File: src/logic/gemm_cfg_defines.svh
// Array geometry and register map of the GEMM configuration front end, included by the RTL and TB
`ifndef GEMM_CFG_DEFINES_SVH
`define GEMM_CFG_DEFINES_SVH

// Systolic array geometry
`define GEMM_ARRAY_WIDTH  12
`define GEMM_ARRAY_HEIGHT 4
`define GEMM_PIPE_REGS    3
// Columns covered by one tile
`define GEMM_TILE_DEPTH   (`GEMM_ARRAY_HEIGHT * (`GEMM_PIPE_REGS + 1))
`define GEMM_ELEM_BYTES   2

// AXI4-Lite address width
`define GEMM_AXIL_AW 8

// Register indices, taken from address bits 5 to 2
`define GEMM_REG_X_ADDR      4'd0
`define GEMM_REG_W_ADDR      4'd1
`define GEMM_REG_Z_ADDR      4'd2
`define GEMM_REG_MCFG0       4'd3
`define GEMM_REG_MCFG1       4'd4
`define GEMM_REG_MACFG       4'd5
`define GEMM_REG_TRIGGER     4'd6
`define GEMM_REG_STATUS      4'd7
`define GEMM_REG_X_ITERS     4'd8
`define GEMM_REG_W_ITERS     4'd9
`define GEMM_REG_LEFTOVERS   4'd10
`define GEMM_REG_TOT_STORES  4'd11
`define GEMM_REG_X_D1_STRIDE 4'd12
`define GEMM_REG_W_TOT_LEN   4'd13
`define GEMM_REG_TOT_X_READ  4'd14
`define GEMM_REG_OP_SEL      4'd15

`endif

File: src/logic/gemm_cfg_pkg.sv
// Shared widths, encodings and bus records of the GEMM configuration front end, for RTL and TB
`default_nettype none

`include "gemm_cfg_defines.svh"

package gemm_cfg_pkg;

  // Widths with a meaning
  typedef logic [31:0] word_t;
  typedef logic [15:0] dim_t;
  typedef logic [15:0] iter_t;
  typedef logic [7:0]  lftovr_t;
  typedef logic [3:0]  reg_idx_t;

  typedef logic [`GEMM_AXIL_AW-1:0] axil_addr_t;
  typedef logic [$bits(word_t)/8-1:0] axil_strb_t;
  typedef logic [1:0] axil_resp_t;

  localparam axil_resp_t axil_resp_okay = 2'b00;

  // Job encodings as written by the host
  typedef enum logic [2:0] {MATMUL, GEMM, ADDMAX, ADDMIN, MULMAX, MULMIN, MAXMIN} gemm_op_e;
  typedef enum logic [2:0] {FLOAT16, FLOAT8, FLOAT16ALT, FLOAT8ALT} gemm_fmt_e;

  // FPU side encodings
  typedef enum logic [2:0] {RNE = 3'd0, RTZ = 3'd1} rnd_mode_e;
  typedef enum logic [4:0] {
    FPU_FMADD  = 5'd0,
    FPU_ADD    = 5'd2,
    FPU_MUL    = 5'd3,
    FPU_MINMAX = 5'd7
  } fpu_op_e;

  typedef enum logic [1:0] {IDLE, MUL1, MUL2, DONE} tiler_state_e;

  typedef struct packed {
    logic       aw_valid;
    axil_addr_t aw_addr;
    logic       w_valid;
    word_t      w_data;
    axil_strb_t w_strb;
    logic       b_ready;
    logic       ar_valid;
    axil_addr_t ar_addr;
    logic       r_ready;
  } axil_req_t;

  typedef struct packed {
    logic       aw_ready;
    logic       w_ready;
    logic       b_valid;
    axil_resp_t b_resp;
    logic       ar_ready;
    logic       r_valid;
    word_t      r_data;
    axil_resp_t r_resp;
  } axil_rsp_t;

  typedef struct packed {
    dim_t      m;
    dim_t      n;
    dim_t      k;
    gemm_op_e  op;
    gemm_fmt_e fmt;
  } tiler_cfg_t;

  // Result words, in register order from X_ITERS up
  typedef struct packed {
    word_t x_iters;
    word_t w_iters;
    word_t leftovers;
    word_t tot_stores;
    word_t x_d1_stride;
    word_t w_tot_len;
    word_t tot_x_read;
    word_t op_sel;
  } tiler_res_t;

endpackage

`default_nettype wire

File: src/logic/gemm_cfg_regfile.sv
// AXI4-Lite register file of the GEMM front end with job, trigger, status and tiler result regs
`default_nettype none

`include "gemm_cfg_defines.svh"

module gemm_cfg_regfile
  import gemm_cfg_pkg::*;
(
  input  logic       clk_int,
  input  logic       rst_ni,
  input  axil_req_t  axil_req_i,
  output axil_rsp_t  axil_rsp_o,
  output logic       start_o,
  output tiler_cfg_t cfg_o,
  input  logic       valid_i,
  input  tiler_res_t res_i
);

  // Job registers sit below the trigger index
  word_t    job_q [`GEMM_REG_TRIGGER];

  reg_idx_t wr_idx;
  reg_idx_t rd_idx;
  logic     wr_en;
  logic     rd_en;
  logic     trigger;
  logic     bvalid_q;
  logic     rvalid_q;
  word_t    rdata_d;
  word_t    rdata_q;
  logic     start_q;
  logic     busy_q;
  logic     done_q;

  // Only bits 5 to 2 select a register
  assign wr_idx = axil_req_i.aw_addr[5:2];
  assign rd_idx = axil_req_i.ar_addr[5:2];

  // Address and data are taken together, once no write response is pending
  assign wr_en = axil_req_i.aw_valid && axil_req_i.w_valid && !bvalid_q;
  assign rd_en = axil_req_i.ar_valid && !rvalid_q;

  assign trigger = wr_en && (wr_idx == `GEMM_REG_TRIGGER) &&
                   axil_req_i.w_strb[0] && axil_req_i.w_data[0];

  always_ff @(posedge clk_int or negedge rst_ni) begin
    if (!rst_ni) begin
      for (int r = 0; r < `GEMM_REG_TRIGGER; r++) begin
        job_q[r] <= '0;
      end
    end else if (wr_en && (wr_idx < `GEMM_REG_TRIGGER)) begin
      for (int b = 0; b < $bits(axil_strb_t); b++) begin
        if (axil_req_i.w_strb[b]) begin
          job_q[wr_idx[2:0]][8*b +: 8] <= axil_req_i.w_data[8*b +: 8];
        end
      end
    end
  end

  // Write response held until the host takes it
  always_ff @(posedge clk_int or negedge rst_ni) begin
    if (!rst_ni) begin
      bvalid_q <= 1'b0;
    end else if (wr_en) begin
      bvalid_q <= 1'b1;
    end else if (axil_req_i.b_ready) begin
      bvalid_q <= 1'b0;
    end
  end

  // Trigger while busy is dropped
  always_ff @(posedge clk_int or negedge rst_ni) begin
    if (!rst_ni) begin
      start_q <= 1'b0;
      busy_q  <= 1'b0;
      done_q  <= 1'b0;
    end else begin
      start_q <= trigger && !busy_q;
      if (trigger && !busy_q) begin
        busy_q <= 1'b1;
        done_q <= 1'b0;
      end else if (valid_i) begin
        busy_q <= 1'b0;
        done_q <= 1'b1;
      end
    end
  end

  // Read mux, the trigger reads as zero
  always_comb begin
    rdata_d = '0;
    if (rd_idx < `GEMM_REG_TRIGGER) begin
      rdata_d = job_q[rd_idx[2:0]];
    end else begin
      case (rd_idx)
        `GEMM_REG_STATUS:      rdata_d = {30'b0, done_q, busy_q};
        `GEMM_REG_X_ITERS:     rdata_d = res_i.x_iters;
        `GEMM_REG_W_ITERS:     rdata_d = res_i.w_iters;
        `GEMM_REG_LEFTOVERS:   rdata_d = res_i.leftovers;
        `GEMM_REG_TOT_STORES:  rdata_d = res_i.tot_stores;
        `GEMM_REG_X_D1_STRIDE: rdata_d = res_i.x_d1_stride;
        `GEMM_REG_W_TOT_LEN:   rdata_d = res_i.w_tot_len;
        `GEMM_REG_TOT_X_READ:  rdata_d = res_i.tot_x_read;
        `GEMM_REG_OP_SEL:      rdata_d = res_i.op_sel;
        default:               rdata_d = '0;
      endcase
    end
  end

  always_ff @(posedge clk_int or negedge rst_ni) begin
    if (!rst_ni) begin
      rvalid_q <= 1'b0;
    end else if (rd_en) begin
      rvalid_q <= 1'b1;
    end else if (axil_req_i.r_ready) begin
      rvalid_q <= 1'b0;
    end
  end

  // Read data stays put while rvalid waits for rready
  always_ff @(posedge clk_int) begin
    if (rd_en) begin
      rdata_q <= rdata_d;
    end
  end

  assign axil_rsp_o.aw_ready = wr_en;
  assign axil_rsp_o.w_ready  = wr_en;
  assign axil_rsp_o.b_valid  = bvalid_q;
  assign axil_rsp_o.b_resp   = axil_resp_okay;
  assign axil_rsp_o.ar_ready = !rvalid_q;
  assign axil_rsp_o.r_valid  = rvalid_q;
  assign axil_rsp_o.r_data   = rdata_q;
  assign axil_rsp_o.r_resp   = axil_resp_okay;

  // MCFG0 has K on top of M, MACFG has op in 12:10 and format in 9:7
  assign cfg_o.m   = job_q[3'(`GEMM_REG_MCFG0)][15:0];
  assign cfg_o.k   = job_q[3'(`GEMM_REG_MCFG0)][31:16];
  assign cfg_o.n   = job_q[3'(`GEMM_REG_MCFG1)][15:0];
  assign cfg_o.op  = gemm_op_e'(job_q[3'(`GEMM_REG_MACFG)][12:10]);
  assign cfg_o.fmt = gemm_fmt_e'(job_q[3'(`GEMM_REG_MACFG)][9:7]);

  assign start_o = start_q;

endmodule

`default_nettype wire

File: src/logic/gemm_cfg_top.sv
// Top level of the GEMM configuration front end, the AXI4-Lite register file feeding the tiler
`default_nettype none

module gemm_cfg_top
  import gemm_cfg_pkg::*;
(
  input  logic      clk_int,
  input  logic      rst_ni,
  input  axil_req_t axil_req_i,
  output axil_rsp_t axil_rsp_o
);

  logic       tiler_start;
  tiler_cfg_t tiler_cfg;
  logic       tiler_valid;
  tiler_res_t tiler_res;

  // Host side and job registers
  gemm_cfg_regfile i_regfile (
    .clk_int    (clk_int),
    .rst_ni     (rst_ni),
    .axil_req_i (axil_req_i),
    .axil_rsp_o (axil_rsp_o),
    .start_o    (tiler_start),
    .cfg_o      (tiler_cfg),
    .valid_i    (tiler_valid),
    .res_i      (tiler_res)
  );

  // Tiling arithmetic
  gemm_tiler i_tiler (
    .clk_int (clk_int),
    .rst_ni  (rst_ni),
    .start_i (tiler_start),
    .cfg_i   (tiler_cfg),
    .valid_o (tiler_valid),
    .res_o   (tiler_res)
  );

endmodule

`default_nettype wire

File: src/logic/gemm_seq_mult.sv
// Sequential shift-add multiplier of the tiler, one bit of the first operand per clock cycle
`default_nettype none

module gemm_seq_mult
  import gemm_cfg_pkg::*;
(
  input  logic  clk_int,
  input  logic  rst_ni,
  input  logic  start_i,
  input  iter_t a_i,
  input  word_t b_i,
  output logic  valid_o,
  output word_t prod_o
);

  localparam int unsigned steps = $bits(iter_t);
  localparam int unsigned cnt_w = $clog2(steps);
  localparam logic [cnt_w-1:0] last_cnt = cnt_w'(steps - 1);

  logic             run_q;
  logic             valid_q;
  logic [cnt_w-1:0] cnt_q;
  logic             last_step;
  iter_t            a_q;
  word_t            b_q;
  word_t            acc_q;

  // Bit 0 is consumed at the start edge, the other 15 afterwards
  assign last_step = run_q && (cnt_q == last_cnt);

  always_ff @(posedge clk_int or negedge rst_ni) begin
    if (!rst_ni) begin
      run_q   <= 1'b0;
      valid_q <= 1'b0;
      cnt_q   <= '0;
    end else begin
      valid_q <= last_step;
      if (start_i) begin
        run_q <= 1'b1;
        cnt_q <= cnt_w'(1);
      end else if (run_q) begin
        cnt_q <= cnt_q + 1'b1;
        if (last_step) begin
          run_q <= 1'b0;
        end
      end
    end
  end

  always_ff @(posedge clk_int) begin
    if (start_i) begin
      a_q   <= a_i >> 1;
      b_q   <= b_i << 1;
      acc_q <= a_i[0] ? b_i : '0;
    end else if (run_q) begin
      if (a_q[0]) begin
        acc_q <= acc_q + b_q;
      end
      a_q <= a_q >> 1;
      b_q <= b_q << 1;
    end
  end

  assign valid_o = valid_q;
  // Low 32 bits of the product, held until the next start
  assign prod_o  = acc_q;

endmodule

`default_nettype wire

File: src/logic/gemm_tiler.sv
// Job tiler that splits a GEMM job into array tiles and registers the result record for the host
`default_nettype none

`include "gemm_cfg_defines.svh"

module gemm_tiler
  import gemm_cfg_pkg::*;
(
  input  logic       clk_int,
  input  logic       rst_ni,
  input  logic       start_i,
  input  tiler_cfg_t cfg_i,
  output logic       valid_o,
  output tiler_res_t res_o
);

  tiler_state_e state_q;
  tiler_state_e state_d;
  tiler_cfg_t   cfg_q;
  tiler_res_t   res_d;
  tiler_res_t   res_q;

  logic    mul1_start_q;
  logic    mul1_valid;
  logic    mul2_start;
  logic    xcols_valid;
  logic    wrows_valid;
  logic    res_load;
  word_t   rows_by_cols;
  word_t   tot_x_read;
  word_t   w_tot_len;

  iter_t   x_rows_iter;
  iter_t   x_cols_iter;
  iter_t   w_rows_iter;
  iter_t   w_cols_iter;
  lftovr_t x_rows_lftovr;
  lftovr_t x_cols_lftovr;
  lftovr_t w_rows_lftovr;
  lftovr_t w_cols_lftovr;
  word_t   x_d1_stride;

  rnd_mode_e stage1_rnd;
  rnd_mode_e stage2_rnd;
  fpu_op_e   stage1_op;
  logic      gemm_sel;

  // Job captured on start, everything below derives from it
  always_ff @(posedge clk_int) begin
    if (state_q == IDLE && start_i) begin
      cfg_q <= cfg_i;
    end
  end

  assign x_rows_lftovr = lftovr_t'(cfg_q.m % dim_t'(`GEMM_ARRAY_WIDTH));
  assign x_cols_lftovr = lftovr_t'(cfg_q.n % dim_t'(`GEMM_TILE_DEPTH));
  assign w_cols_lftovr = lftovr_t'(cfg_q.k % dim_t'(`GEMM_TILE_DEPTH));
  assign w_rows_lftovr = lftovr_t'(cfg_q.n % dim_t'(`GEMM_ARRAY_HEIGHT));

  // Round up when a partial tile is left over
  assign x_rows_iter = cfg_q.m / dim_t'(`GEMM_ARRAY_WIDTH) + iter_t'(x_rows_lftovr != '0);
  assign x_cols_iter = cfg_q.n / dim_t'(`GEMM_TILE_DEPTH) + iter_t'(x_cols_lftovr != '0);
  assign w_cols_iter = cfg_q.k / dim_t'(`GEMM_TILE_DEPTH) + iter_t'(w_cols_lftovr != '0);
  // N padded up to a whole number of array rows
  assign w_rows_iter = cfg_q.n + ((w_rows_lftovr != '0) ?
                       (iter_t'(`GEMM_ARRAY_HEIGHT) - iter_t'(w_rows_lftovr)) : '0);

  assign x_d1_stride = word_t'(cfg_q.n) * word_t'(`GEMM_ELEM_BYTES);

  always_comb begin
    stage1_rnd = RNE;
    stage2_rnd = RNE;
    stage1_op  = FPU_MINMAX;
    case (cfg_q.op)
      MATMUL, GEMM: stage1_op = FPU_FMADD;
      ADDMAX: begin
        stage1_op  = FPU_ADD;
        stage2_rnd = RTZ;
      end
      ADDMIN: stage1_op = FPU_ADD;
      MULMAX: begin
        stage1_op  = FPU_MUL;
        stage2_rnd = RTZ;
      end
      MULMIN: stage1_op = FPU_MUL;
      MAXMIN: stage1_rnd = RTZ;
      default: stage1_op = FPU_MINMAX;
    endcase
  end

  assign gemm_sel = (cfg_q.op != MATMUL);

  // First stage, x_rows_iter times w_cols_iter
  gemm_seq_mult i_rows_by_cols (
    .clk_int (clk_int),
    .rst_ni  (rst_ni),
    .start_i (mul1_start_q),
    .a_i     (x_rows_iter),
    .b_i     (word_t'(w_cols_iter)),
    .valid_o (mul1_valid),
    .prod_o  (rows_by_cols)
  );

  // Second stage, both products reuse the first one
  gemm_seq_mult i_by_x_cols (
    .clk_int (clk_int),
    .rst_ni  (rst_ni),
    .start_i (mul2_start),
    .a_i     (x_cols_iter),
    .b_i     (rows_by_cols),
    .valid_o (xcols_valid),
    .prod_o  (tot_x_read)
  );

  gemm_seq_mult i_by_w_rows (
    .clk_int (clk_int),
    .rst_ni  (rst_ni),
    .start_i (mul2_start),
    .a_i     (w_rows_iter),
    .b_i     (rows_by_cols),
    .valid_o (wrows_valid),
    .prod_o  (w_tot_len)
  );

  assign mul2_start = (state_q == MUL1) && mul1_valid;
  assign res_load   = (state_q == MUL2) && xcols_valid && wrows_valid;

  always_comb begin
    state_d = state_q;
    case (state_q)
      IDLE: if (start_i) state_d = MUL1;
      MUL1: if (mul1_valid) state_d = MUL2;
      MUL2: if (xcols_valid && wrows_valid) state_d = DONE;
      DONE: state_d = IDLE;
      default: state_d = IDLE;
    endcase
  end

  always_comb begin
    res_d.x_iters     = {x_rows_iter, x_cols_iter};
    res_d.w_iters     = {w_rows_iter, w_cols_iter};
    res_d.leftovers   = {x_rows_lftovr, x_cols_lftovr, w_rows_lftovr, w_cols_lftovr};
    res_d.tot_stores  = {rows_by_cols[15:0], 16'b0};
    res_d.x_d1_stride = x_d1_stride;
    res_d.w_tot_len   = w_tot_len;
    res_d.tot_x_read  = tot_x_read;
    res_d.op_sel      = {stage1_rnd, stage2_rnd, stage1_op, FPU_MINMAX,
                         cfg_q.fmt, cfg_q.fmt, 9'b0, gemm_sel};
  end

  always_ff @(posedge clk_int or negedge rst_ni) begin
    if (!rst_ni) begin
      state_q      <= IDLE;
      mul1_start_q <= 1'b0;
      res_q        <= '0;
    end else begin
      state_q      <= state_d;
      mul1_start_q <= (state_q == IDLE) && start_i;
      if (res_load) begin
        res_q <= res_d;
      end
    end
  end

  assign valid_o = (state_q == DONE);
  assign res_o   = res_q;

endmodule

`default_nettype wire

File: config.mk
export PLATFORM = sky130hd
export DESIGN_NAME = gemm_cfg_top
export DESIGN_NICKNAME = d
export VERILOG_FILES = /design/src/logic/gemm_cfg_pkg.sv /design/src/logic/gemm_cfg_regfile.sv /design/src/logic/gemm_cfg_top.sv /design/src/logic/gemm_seq_mult.sv /design/src/logic/gemm_tiler.sv
export VERILOG_INCLUDE_DIRS = /design/src /design/src/logic
export SDC_FILE = /design/constraint.sdc
export NUM_CORES = 1
export LEC_CHECK = 0
export BUFFER_PORTS_ARGS = -buffer_cell sky130_fd_sc_hd__buf_2
export CAP_MARGIN = 30
export CORE_MARGIN = 5
export CORE_UTILIZATION = 55
export DETAILED_ROUTE_END_ITERATION = 10
export PLACE_DENSITY = 0.8
export SYNTH_ARGS = -nofsm -noshare
export SYNTH_HDL_FRONTEND = slang
export SYNTH_SLANG_ARGS = --single-unit
export TNS_END_PERCENT = 20
File: constraint.sdc
create_clock -name clk_int -period 9.7 [get_ports clk_int]
set_input_delay 1.94 -clock clk_int [delete_from_list [all_inputs] [get_ports clk_int]]
set_output_delay 1.94 -clock clk_int [all_outputs]
set_load 0.02 [all_outputs]
---- Yosys cells after proc, flatten, opt, wreduce, memory -nomap -nowiden ----
Cells that the tools add are included.
W data, S select, Z words.
storage, ports and cells
  register bits ........................... 737
  input port bits ......................... 59
  output and inout bits ................... 41
  logic and storage cells ................. 214
cells by class
  add/sub/neg operators ................... 11
  div/mod/pow operators ................... 2
  magnitude comparators ................... 5
  equality and inequality tests ........... 25
  mux-type cells .......................... 79
  bitwise operators ....................... 2
  reduce and logical (&&, ||, !) cells .... 44
operator list
  operator                 number
  $mux W192                7
  $bwmux W192              4
  $mux W32                 19
  $demux W32 S3            4
  $pmux W32 S9             1
  $add A32 B32 Y32         3
  $bmux W32 S3             1
  $mux W15                 6
  $mux W16                 3
  $eq A4 B4 Y1 const B     11
  $mux W17                 2
  $reduce_bool A8 Y1       4
  $add A12 B1 Y13          2
  $mux W24                 1
  $mux W4                  6
  $mux W1                  19
  $reduce_bool A2 Y1       9
  $logic_and A1 B1 Y1      17
  $add A16 B1 Y16          1
  $add A16 B16 Y16         1
  $div A16 B4 Y16 const B  1
  $mod A16 B4 Y16 const B  1
  $add A4 B1 Y4 const B    3
  $eq A3 B3 Y1 const B     3
  22 further kinds         39

---- Longest topological paths before layout ----
Gate-level depths: netlist (run 1).
  depth after elaboration ................. 16
  mapped depth ............................ 23
  gate-level depth less buffers ........... 19

---- Cells and area by module ----
A second synthesis (run 1) with hierarchy kept.
unflattened totals
  cell total of the unflattened synthesis .. 3831
  area total of the unflattened synthesis .. 40691.5 um^2
by module, submodules not included
  module                                   times used  cells an instance  area each (um^2)  sequential area each (um^2)
  gemm_cfg_regfile                         1           1022               12638.4           5890.6
  gemm_tiler                               1           1270               11584.9           6050.8
  gemm_seq_mult (i_tiler.i_by_w_rows ...)  2           523                5522.8            2492.4
  gemm_seq_mult (i_tiler.i_rows_by_cols)   1           493                5422.7            2492.4

---- Worst setup path before layout (run 1) ----
Ideal clock, no wire load.
  path type ............................... reg-to-reg
  from .................................... register i_tiler.cfg_q[50] in the netlist's numbering
  to ...................................... register i_tiler.i_rows_by_cols.a_q[10], data pin
  setup time .............................. 259 ps
  arrival ................................. 4719 ps
  required time ........................... 9441 ps
  setup slack ............................. 4722 ps
  stages on the path, launching flop included .. 23
  path buffers ............................ 3
  period minus slack after synthesis ...... 4978 ps
  cell sequence ........................... edfxtp_1 buf_6 or3b_4 o211a_2 nor2_4 nor3_1 a211o_1 o41ai_1 a21o_1 o21a_1 buf_6 nand2_1 o2111a_1 buf_2 and2_1 a211o_1 o311ai_0 ha_1 o21ai_0 or4_1 a211oi_1 a2bb2oi_1 nand2_1
between the ends
  word-level cells in the longest chain between the ends .. 4
  elaborated cells on any way between the ends .. 5
  those cells by class .................... add/sub (1); div (2); mux (1); reduce/logical (1)
ends and longest elaborated chain
  what                    RTL line             text
  start, declared         gemm_tiler.sv:19     tiler_cfg_t cfg_q;
  start signal, assigned  gemm_tiler.sv:51     cfg_q <= cfg_i;
  $mod A16 B4 Y16         gemm_tiler.sv:55     assign x_rows_lftovr = lftovr_t'(cfg_q.m % dim_t'(`GEMM_ARRAY_WIDTH));
  $reduce_bool A8 Y1      gemm_tiler.sv:61     assign x_rows_iter = cfg_q.m / dim_t'(`GEMM_ARRAY_WIDTH) + iter_t'(x_rows_lftovr != '0);
  $add A16 B1 Y16 *       gemm_tiler.sv:61
  $mux W15 *              gemm_seq_mult.sv:51  if (start_i) begin
  end signal, assigned    gemm_seq_mult.sv:52  a_q <= a_i >> 1;
  end signal, assigned    gemm_seq_mult.sv:59  a_q <= a_q >> 1;
  end, declared           gemm_seq_mult.sv:24  iter_t a_q;
Every way passes the cells marked *; elsewhere a longest branch is shown, timed or not.
A chain may end at the register's enable or synchronous reset.

---- Worst setup path after layout (run 1) ----
Ends and elaborated chain as after synthesis.

==> results.py, run 1 <==
metrics = {
    "power_and_ir_drop": {
        "power_switching_mw": 1.58,
        "p_sw_share_pct": 23.5,
        "peakVddDrop_v": 0.000144,
        "p_per_area_mw_per_mm2": 171,
        "seqPwrFrac_pct": 49.7,
        "p_total_mw": 6.71,
        "share_comb_of_total_power_pct": 7.6,
        "p_clk_share_pct": 42.6,
        "p_leak_nw": 16.8,
        "internal-power_mw": 5.13,
    },
    "clock_network": {
        "clock_sinks": 707,
        "clockBufferDepth": 3,
        "insertion_delay_ns": 0.63,
        "postCtsHoldBufs": 0,
        "root_buffer": "clkbuf_16",
        "numCtsBuffers": 74,
        "clkTransAtPathRegs_ns": 0.07,
        "cts_tree": "built",
        "h-tree-depth": 3,
        "cts_resized": 0,
        "cts_setup_buffers": 0,
    },
    "final_layout": {
        "syn_to_final_growth_pct": 9.95,
        "fillers": 4956,
        "drive_above_1_share_pct": 15.2,
        "finalNetCount": 3527,
        "multi_input_area_mm2": 0.0156,
        "finalInstanceArea_mm2": 0.0392,
        "diodes": 0,
        "register_area_mm2": 0.0191,
        "layout_commonest_cell": "nand2_1",
        "layout_common_cells": "nand2_1 (724), dfrtp_1 (391), edfxtp_1 (300)",
    },
    "critical_path": {
        "worstSetupStartpointType": "flop",
        "path_delay_family": "compound AO/OA/AOI/OAI gates",
        "path_class": "flop to flop",
        "rrSetupSlack_ns": 3.29,
        "rr_endpoint": "i_tiler.i_rows_by_cols.a_q[10]$_DFFE_PP_",
        "crit_slowest_cell": "edfxtp_1",
        "worstPathArrival_ns": 6.77,
        "path_buf_inv": 0,
        "crit_chain": "nor3b_1 > a211oi_4 > or2_4 > nor3_2 > a211o_1 > o41ai_1 > a21o_1 > o21a_1 > nand2_1 > o2111a_1 > and2_1 > a211o_1 > o311ai_0 > ha_1 > o21ai_0 > or4_1 > a211oi_1 > a2bb2oi_1 > nand2_1",
        "rr_startpoint": "i_tiler.cfg_q[50]$_DFFE_PP_",
        "max_stage_delay_ns": 0.82,
        "cp_max_fo": 19,
        "critPathCaptureType": "flop",
        "required_ns": 10.06,
        "r2r_cells": 19,
    },
    "worst_hold_path": {
        "worstHoldStart": "i_tiler.i_by_x_cols.prod_o[0]$_DFFE_PP_",
        "hold_class": "flop to flop",
        "hold_end": "i_tiler.res_o[32]$_DFFE_PN0P_",
        "hold_depth": 2,
    },
    "logic_synthesis": {
        "ys.flop_type": "dfrtp_1",
        "synth.cell_area_mm2": 0.0357,
        "synth_area_per_cell_um2": 10.7,
        "ys_ff_latch": 707,
        "synth_edf_count": 300,
        "netlist-cell-type-count": 98,
        "netlist_instances": 3340,
        "ys_seq_area_share_pct": 53.6,
        "synth-async-reset-ratio_pct": 55.4,
        "yosys_warnings": 0,
    },
    "sta": {
        "hold_violations": 0,
        "fin_setup_tns_ns": 0,
        "holdWs_ns": 0.441,
        "tightest_slew_ns": 1.17,
        "fin_ws_ns": 3.29,
        "rsz0062_at_grt": "false",
        "fmax_mhz": 156,
        "fin_worst_skew_ns": 0.0343,
        "min_period_ns": 6.41,
        "timing.final.crit_share_pct": 66.1,
        "drv_slew": 0,
        "setup_viol": 0,
        "relSlewSlack_pct": 21.8,
    },
    "place": {
        "placed_area_mm2": 0.0368,
        "port_buffers": 87,
        "dp_hpwl_um": 67600,
        "dpl_worst_slack_ns": 3.42,
        "finalWeightedCongestion": 0.934,
    },
    "floorplanning": {
        "core_area_mm2": 0.0643,
        "start_util_pct": 55.5,
        "die_h_um": 265,
        "rows": 93,
        "die_width_um": 265,
        "ios": 100,
        "fp.dieArea_mm2": 0.0701,
    },
    "routing": {
        "ant_nets": 0,
        "routed_wirelength_um": 98600,
        "dr.pass1.iters": 6,
        "wl_per_cell_um": 23.1,
        "num_vias": 26886,
        "drc_errors": 0,
        "drt_iter0_drc": 3250,
        "viasPerCell": 6.29,
    },
    "global_routing": {
        "grt_first_pass_wirelength_um": 152000,
        "grt_overflow": 0,
        "grt_pass1_vias": 26051,
        "track_usage_pct": 27.6,
        "antenna_found_initial": 5,
        "grt_max_degree": 177,
    },
    "run_status": {
        "status": "completed",
    },
    "run": {
        "maxCapViolCount": 0,
    },
}
layer usage:
metal  GRT usage [%]  vias up  wire (µm)
met1            38.9    13206      39900
met3            6.42      244      10700
met2            41.8     1468      43700
met4            11.3        4       4290
met5               0        -         25
li1                -    11964          -
flip-flops by register name (all words and copies together) (netlist names), 32 cells and up:
register / count
i_regfile.rdata_q: 32
i_tiler.i_by_w_rows.prod_o: 32
i_tiler.i_rows_by_cols.prod_o: 32
i_regfile.job_q: 138
i_tiler.i_by_x_cols.prod_o: 32
i_tiler.cfg_q: 54
i_regfile.cfg_o: 54
i_tiler.res_o: 174
power by group through the flow:
| stage | clock network, mW | registers [mW] | logic [mW] |
|---|---|---|---|
| 2_1_floorplan | 0 | 3.37 | 0.330 |
| 3_3_place_gp | 0 | 3.38 | 0.484 |
| 3_5_place_dp | 0 | 3.39 | 0.504 |
| 4_1_cts | 2.88 | 3.33 | 0.510 |
| 5_1_grt | 3.01 | 3.35 | 0.566 |
| 6_report | 2.86 | 3.34 | 0.511 |
cell families (layout without fill, tap and decap cells):
kind of cell,Yosys count,in the layout,share of synthesized area [%]
mux,291,291,9.99
simple gates,1189,1189,14.2
compound gates,660,660,12.1
fa+ha+maj,109,109,3.88
xor+xnor,138,138,3.41
other cells,1,5,0.0105
flops,707,707,53.6
buf+inv,245,320,2.82
metrics by stage:
stage          std cells  util, %
6_report            4274     61.0
5_1_grt             4274     61.0
4_1_cts             4274     61.0
3_5_place_dp        4138     57.2
3_3_place_gp        4137     57.2
2_1_floorplan       3344        -
worst register-to-register path: cells and delay by family (launching register included):
kind	cells	cell delay, ns
fa+ha+maj	1	0.27
flops	1	0.82
compound gates	11	3.47
simple gates	7	1.60
how the worst max path moves through the flow:
stage	slack, ns	start	endpoint	cells past startpoint
after detailed placement	3.42	i_tiler.cfg_q[50]$_DFFE_PP_	i_tiler.i_rows_by_cols.a_q[10]$_DFFE_PP_	19
final	3.29	i_tiler.cfg_q[50]$_DFFE_PP_	i_tiler.i_rows_by_cols.a_q[10]$_DFFE_PP_	19
after global routing	2.92	i_tiler.cfg_q[50]$_DFFE_PP_	i_tiler.i_rows_by_cols.a_q[10]$_DFFE_PP_	19
after floorplan	4.72	i_tiler.cfg_q[50]$_DFFE_PP_	i_tiler.i_rows_by_cols.a_q[10]$_DFFE_PP_	22
after global placement	3.52	i_tiler.cfg_q[50]$_DFFE_PP_	i_tiler.i_rows_by_cols.a_q[10]$_DFFE_PP_	19
after CTS	3.39	i_tiler.cfg_q[50]$_DFFE_PP_	i_tiler.i_rows_by_cols.a_q[10]$_DFFE_PP_	19
cell type report:
type                       instances  area share (%)
tap                              855            2.73
sequential                       707            48.7
timing repair buffer             121            1.87
clock buffer                     108            5.62
multi-input combinational       2392            39.9
clock inverter                    28           0.580
inverter                          63           0.606
Yosys cell counts, types with 19 or more instances:
library cell / count / area (µm²)
mux2i_1: 58 / 581
o211ai_1: 31 / 233
o21ai_0: 204 / 1020
o21a_1: 22 / 165
a22oi_1: 43 / 323
nor2_1: 190 / 713
mux4_2: 32 / 721
a21o_1: 33 / 248
nand3_1: 74 / 370
inv_1: 62 / 233
nand2_1: 727 / 2730
xnor2_1: 67 / 587
edfxtp_1: 300 / 9010
a21oi_1: 130 / 651
ha_1: 106 / 1330
o31ai_1: 19 / 143
and2_1: 20 / 125
dfrtp_1: 392 / 9810
clkbuf_1: 143 / 537
nand2b_1: 30 / 188
and3_1: 22 / 138
nor3_1: 37 / 185
mux2_2: 201 / 2260
xor2_1: 70 / 613
No activity file was read; power rests on OpenSTA's default activity.
==> inputs of run 2 (changes only) <==
--- a/config.mk
+++ b/config.mk
@@ -11,7 +11,7 @@
 export CORE_MARGIN = 5
 export CORE_UTILIZATION = 55
 export DETAILED_ROUTE_END_ITERATION = 10
-export PLACE_DENSITY = 0.8
+export PLACE_DENSITY = 0.82
 export SYNTH_ARGS = -nofsm -noshare
 export SYNTH_HDL_FRONTEND = slang
 export SYNTH_SLANG_ARGS = --single-unit
==> constraint.sdc (replaced) <==
create_clock -name clk_int -period 5.6 [get_ports clk_int]
set_input_delay 1.12 -clock clk_int [delete_from_list [all_inputs] [get_ports clk_int]]
set_output_delay 1.12 -clock clk_int [all_outputs]
set_load 0.02 [all_outputs]
==> results.py, run 2 (synthesis results as in run 1) <==
metrics = {
    "clock_network": {
        "clock_sinks": 707,
        "h-tree-depth": 3,
        "numCtsBuffers": 73,
        "clockBufferDepth": 3,
        "insertion_delay_ns": 0.63,
        "postCtsHoldBufs": 0,
        "root_buffer": "clkbuf_16",
        "cts_tree": "built",
        "clkTransAtPathRegs_ns": 0.07,
    },
    "critical_path": {
        "rr_endpoint": "i_tiler.i_rows_by_cols.a_q[9]$_DFFE_PP_",
        "path_class": "flop to flop",
        "worstPathArrival_ns": 5.69,
        "critPathCaptureType": "flop",
        "worstSetupStartpointType": "flop",
        "crit_start": "i_tiler.cfg_q[53]$_DFFE_PP_",
        "cp_max_fo": 9,
        "rrSetupSlack_ns": 0.27,
        "rr_startpoint": "i_tiler.cfg_q[53]$_DFFE_PP_",
        "required_ns": 5.96,
        "crit_end": "i_tiler.i_rows_by_cols.a_q[9]$_DFFE_PP_",
        "r2r_cells": 22,
    },
    "run_status": {
        "status": "completed",
    },
    "routing": {
        "num_vias": 27083,
        "wl_per_cell_um": 22.9,
        "ant_nets": 0,
        "routed_wirelength_um": 98800,
        "drt_iter0_drc": 3374,
        "drc_errors": 0,
        "dr.pass1.iters": 6,
        "viasPerCell": 6.28,
    },
    "power_and_ir_drop": {
        "p_leak_nw": 17.0,
        "p_per_area_mw_per_mm2": 293,
        "peakVddDrop_v": 0.000291,
        "p_total_mw": 11.6,
    },
    "global_routing": {
        "gr-max-usage-layer": "met2",
        "grt_first_pass_wirelength_um": 152000,
        "grt_max_degree": 177,
        "grt_pass1_vias": 26194,
        "grtUsageMet3_pct": 6.69,
        "grt_overflow": 0,
        "gr-usage-met1_pct": 39.1,
        "met2_usage_pct": 41.8,
        "antenna_found_initial": 5,
        "track_usage_pct": 27.5,
    },
    "sta": {
        "timing.final.crit_share_pct": 95.2,
        "setup_viol": 0,
        "min_period_ns": 5.33,
        "rsz0062_at_grt": "false",
        "relSlewSlack_pct": 28.5,
        "fin_setup_tns_ns": 0,
        "fin_worst_skew_ns": 0.0311,
        "hold_violations": 0,
        "tightest_slew_ns": 1.07,
        "drv_slew": 0,
        "fmax_mhz": 188,
    },
    "floorplanning": {
        "die_h_um": 265,
        "start_util_pct": 55.5,
        "rows": 93,
        "die_width_um": 265,
        "core_area_mm2": 0.0643,
        "ios": 100,
        "fp.dieArea_mm2": 0.0701,
    },
    "place": {
        "port_buffers": 87,
        "dp_hpwl_um": 68500,
        "finalWeightedCongestion": 0.931,
    },
    "final_layout": {
        "layout_commonest_cell": "nand2_1",
        "finalNetCount": 3565,
        "syn_to_final_growth_pct": 10.8,
        "drive_above_1_share_pct": 16.2,
        "largest_reg_flops": 174,
        "layout_common_cells": "nand2_1 (724), dfrtp_1 (391), edfxtp_1 (300)",
    },
    "worst_hold_path": {
        "hold_class": "flop to flop",
    },
    "run": {
        "maxCapViolCount": 0,
    },
}
-- run 2: area by class of cell --
cell class | count | area, µm²
sequential | 707 | 19100
tap | 855 | 1070
clock buffer | 95 | 2050
fill | 4871 | 24800
clock inverter | 39 | 334
antenna | 3 | 7.51
multi-input combinational | 2392 | 15700
timing repair buffer | 160 | 1040
inverter | 63 | 238
-- run 2: where the power goes --
| group | leakage, nW | switching (mW) | internal (mW) |
|---|---|---|---|
| Clock | 1.16 | 2.11 | 2.79 |
| Sequential | 7.91 | 0.140 | 5.63 |
| Combinational | 7.92 | 0.527 | 0.373 |
| Total | 17.0 | 2.78 | 8.79 |
-- run 2: repair_timing --
action | CTS | global route
endpoints found under the setup margin | 0 | 17
gates resized for setup | 0 | 10
setup buffers | 0 | 7
-- run 2: metrics by stage --
step           instance area [µm²]  utilization [%]  hold WS (ns)  setup slack (ns)  instances
6_report                     39600             61.5         0.442             0.267       4314
5_1_grt                      39600             61.5         0.468           0.00758       4311
4_1_cts                      39400             61.3         0.442             0.112       4304
3_5_place_dp                 37100             57.6         0.422             0.129       4170
3_3_place_gp                 37100             57.6         0.421             0.186       4170
2_1_floorplan                35700                -         0.415             0.622       3344
-- run 2: worst max-delay path, stage by stage (launching register included) --
cell and delay, ns:
edfxtp_1 0.49, buf_4 0.20, xnor2_2 0.15, a211oi_4 0.38, nor2_4 0.14, a211o_1 0.31, a221o_1 0.33, and2_4 0.17
a211oi_1 0.21, buf_4 0.19, a31oi_1 0.08, or2_0 0.21, o2111a_1 0.21, and2_1 0.22, a211o_1 0.29, o311ai_0 0.11
ha_1 0.25, buf_4 0.12, ha_1 0.16, o211ai_1 0.26, nor2_1 0.21, xnor2_1 0.10, mux2_2 0.27
-- run 2: layer usage --
layer,up-vias,part of all wire [%]
li1,12099,-
met1,13254,40
met2,1493,45
met3,235,11
met4,2,3.8
met5,-,0.0071
-- run 2: worst min-delay path by stage --
stage	start	end	slack, ns	cells after the start
after floorplan	i_tiler.cfg_q[0]$_DFFE_PP_	i_tiler.res_o[13]$_DFFE_PN0P_	0.41	2
after global placement	i_tiler.i_by_x_cols.prod_o[0]$_DFFE_PP_	i_tiler.res_o[32]$_DFFE_PN0P_	0.42	2
after detailed placement	i_tiler.cfg_q[0]$_DFFE_PP_	i_tiler.res_o[13]$_DFFE_PN0P_	0.42	2
after CTS	i_tiler.cfg_q[0]$_DFFE_PP_	i_tiler.res_o[13]$_DFFE_PN0P_	0.44	2
after global routing	i_regfile.cfg_o[31]$_DFFE_PN0P_	i_tiler.cfg_q[31]$_DFFE_PP_	0.47	0
final	i_tiler.cfg_q[0]$_DFFE_PP_	i_tiler.res_o[13]$_DFFE_PN0P_	0.44	2
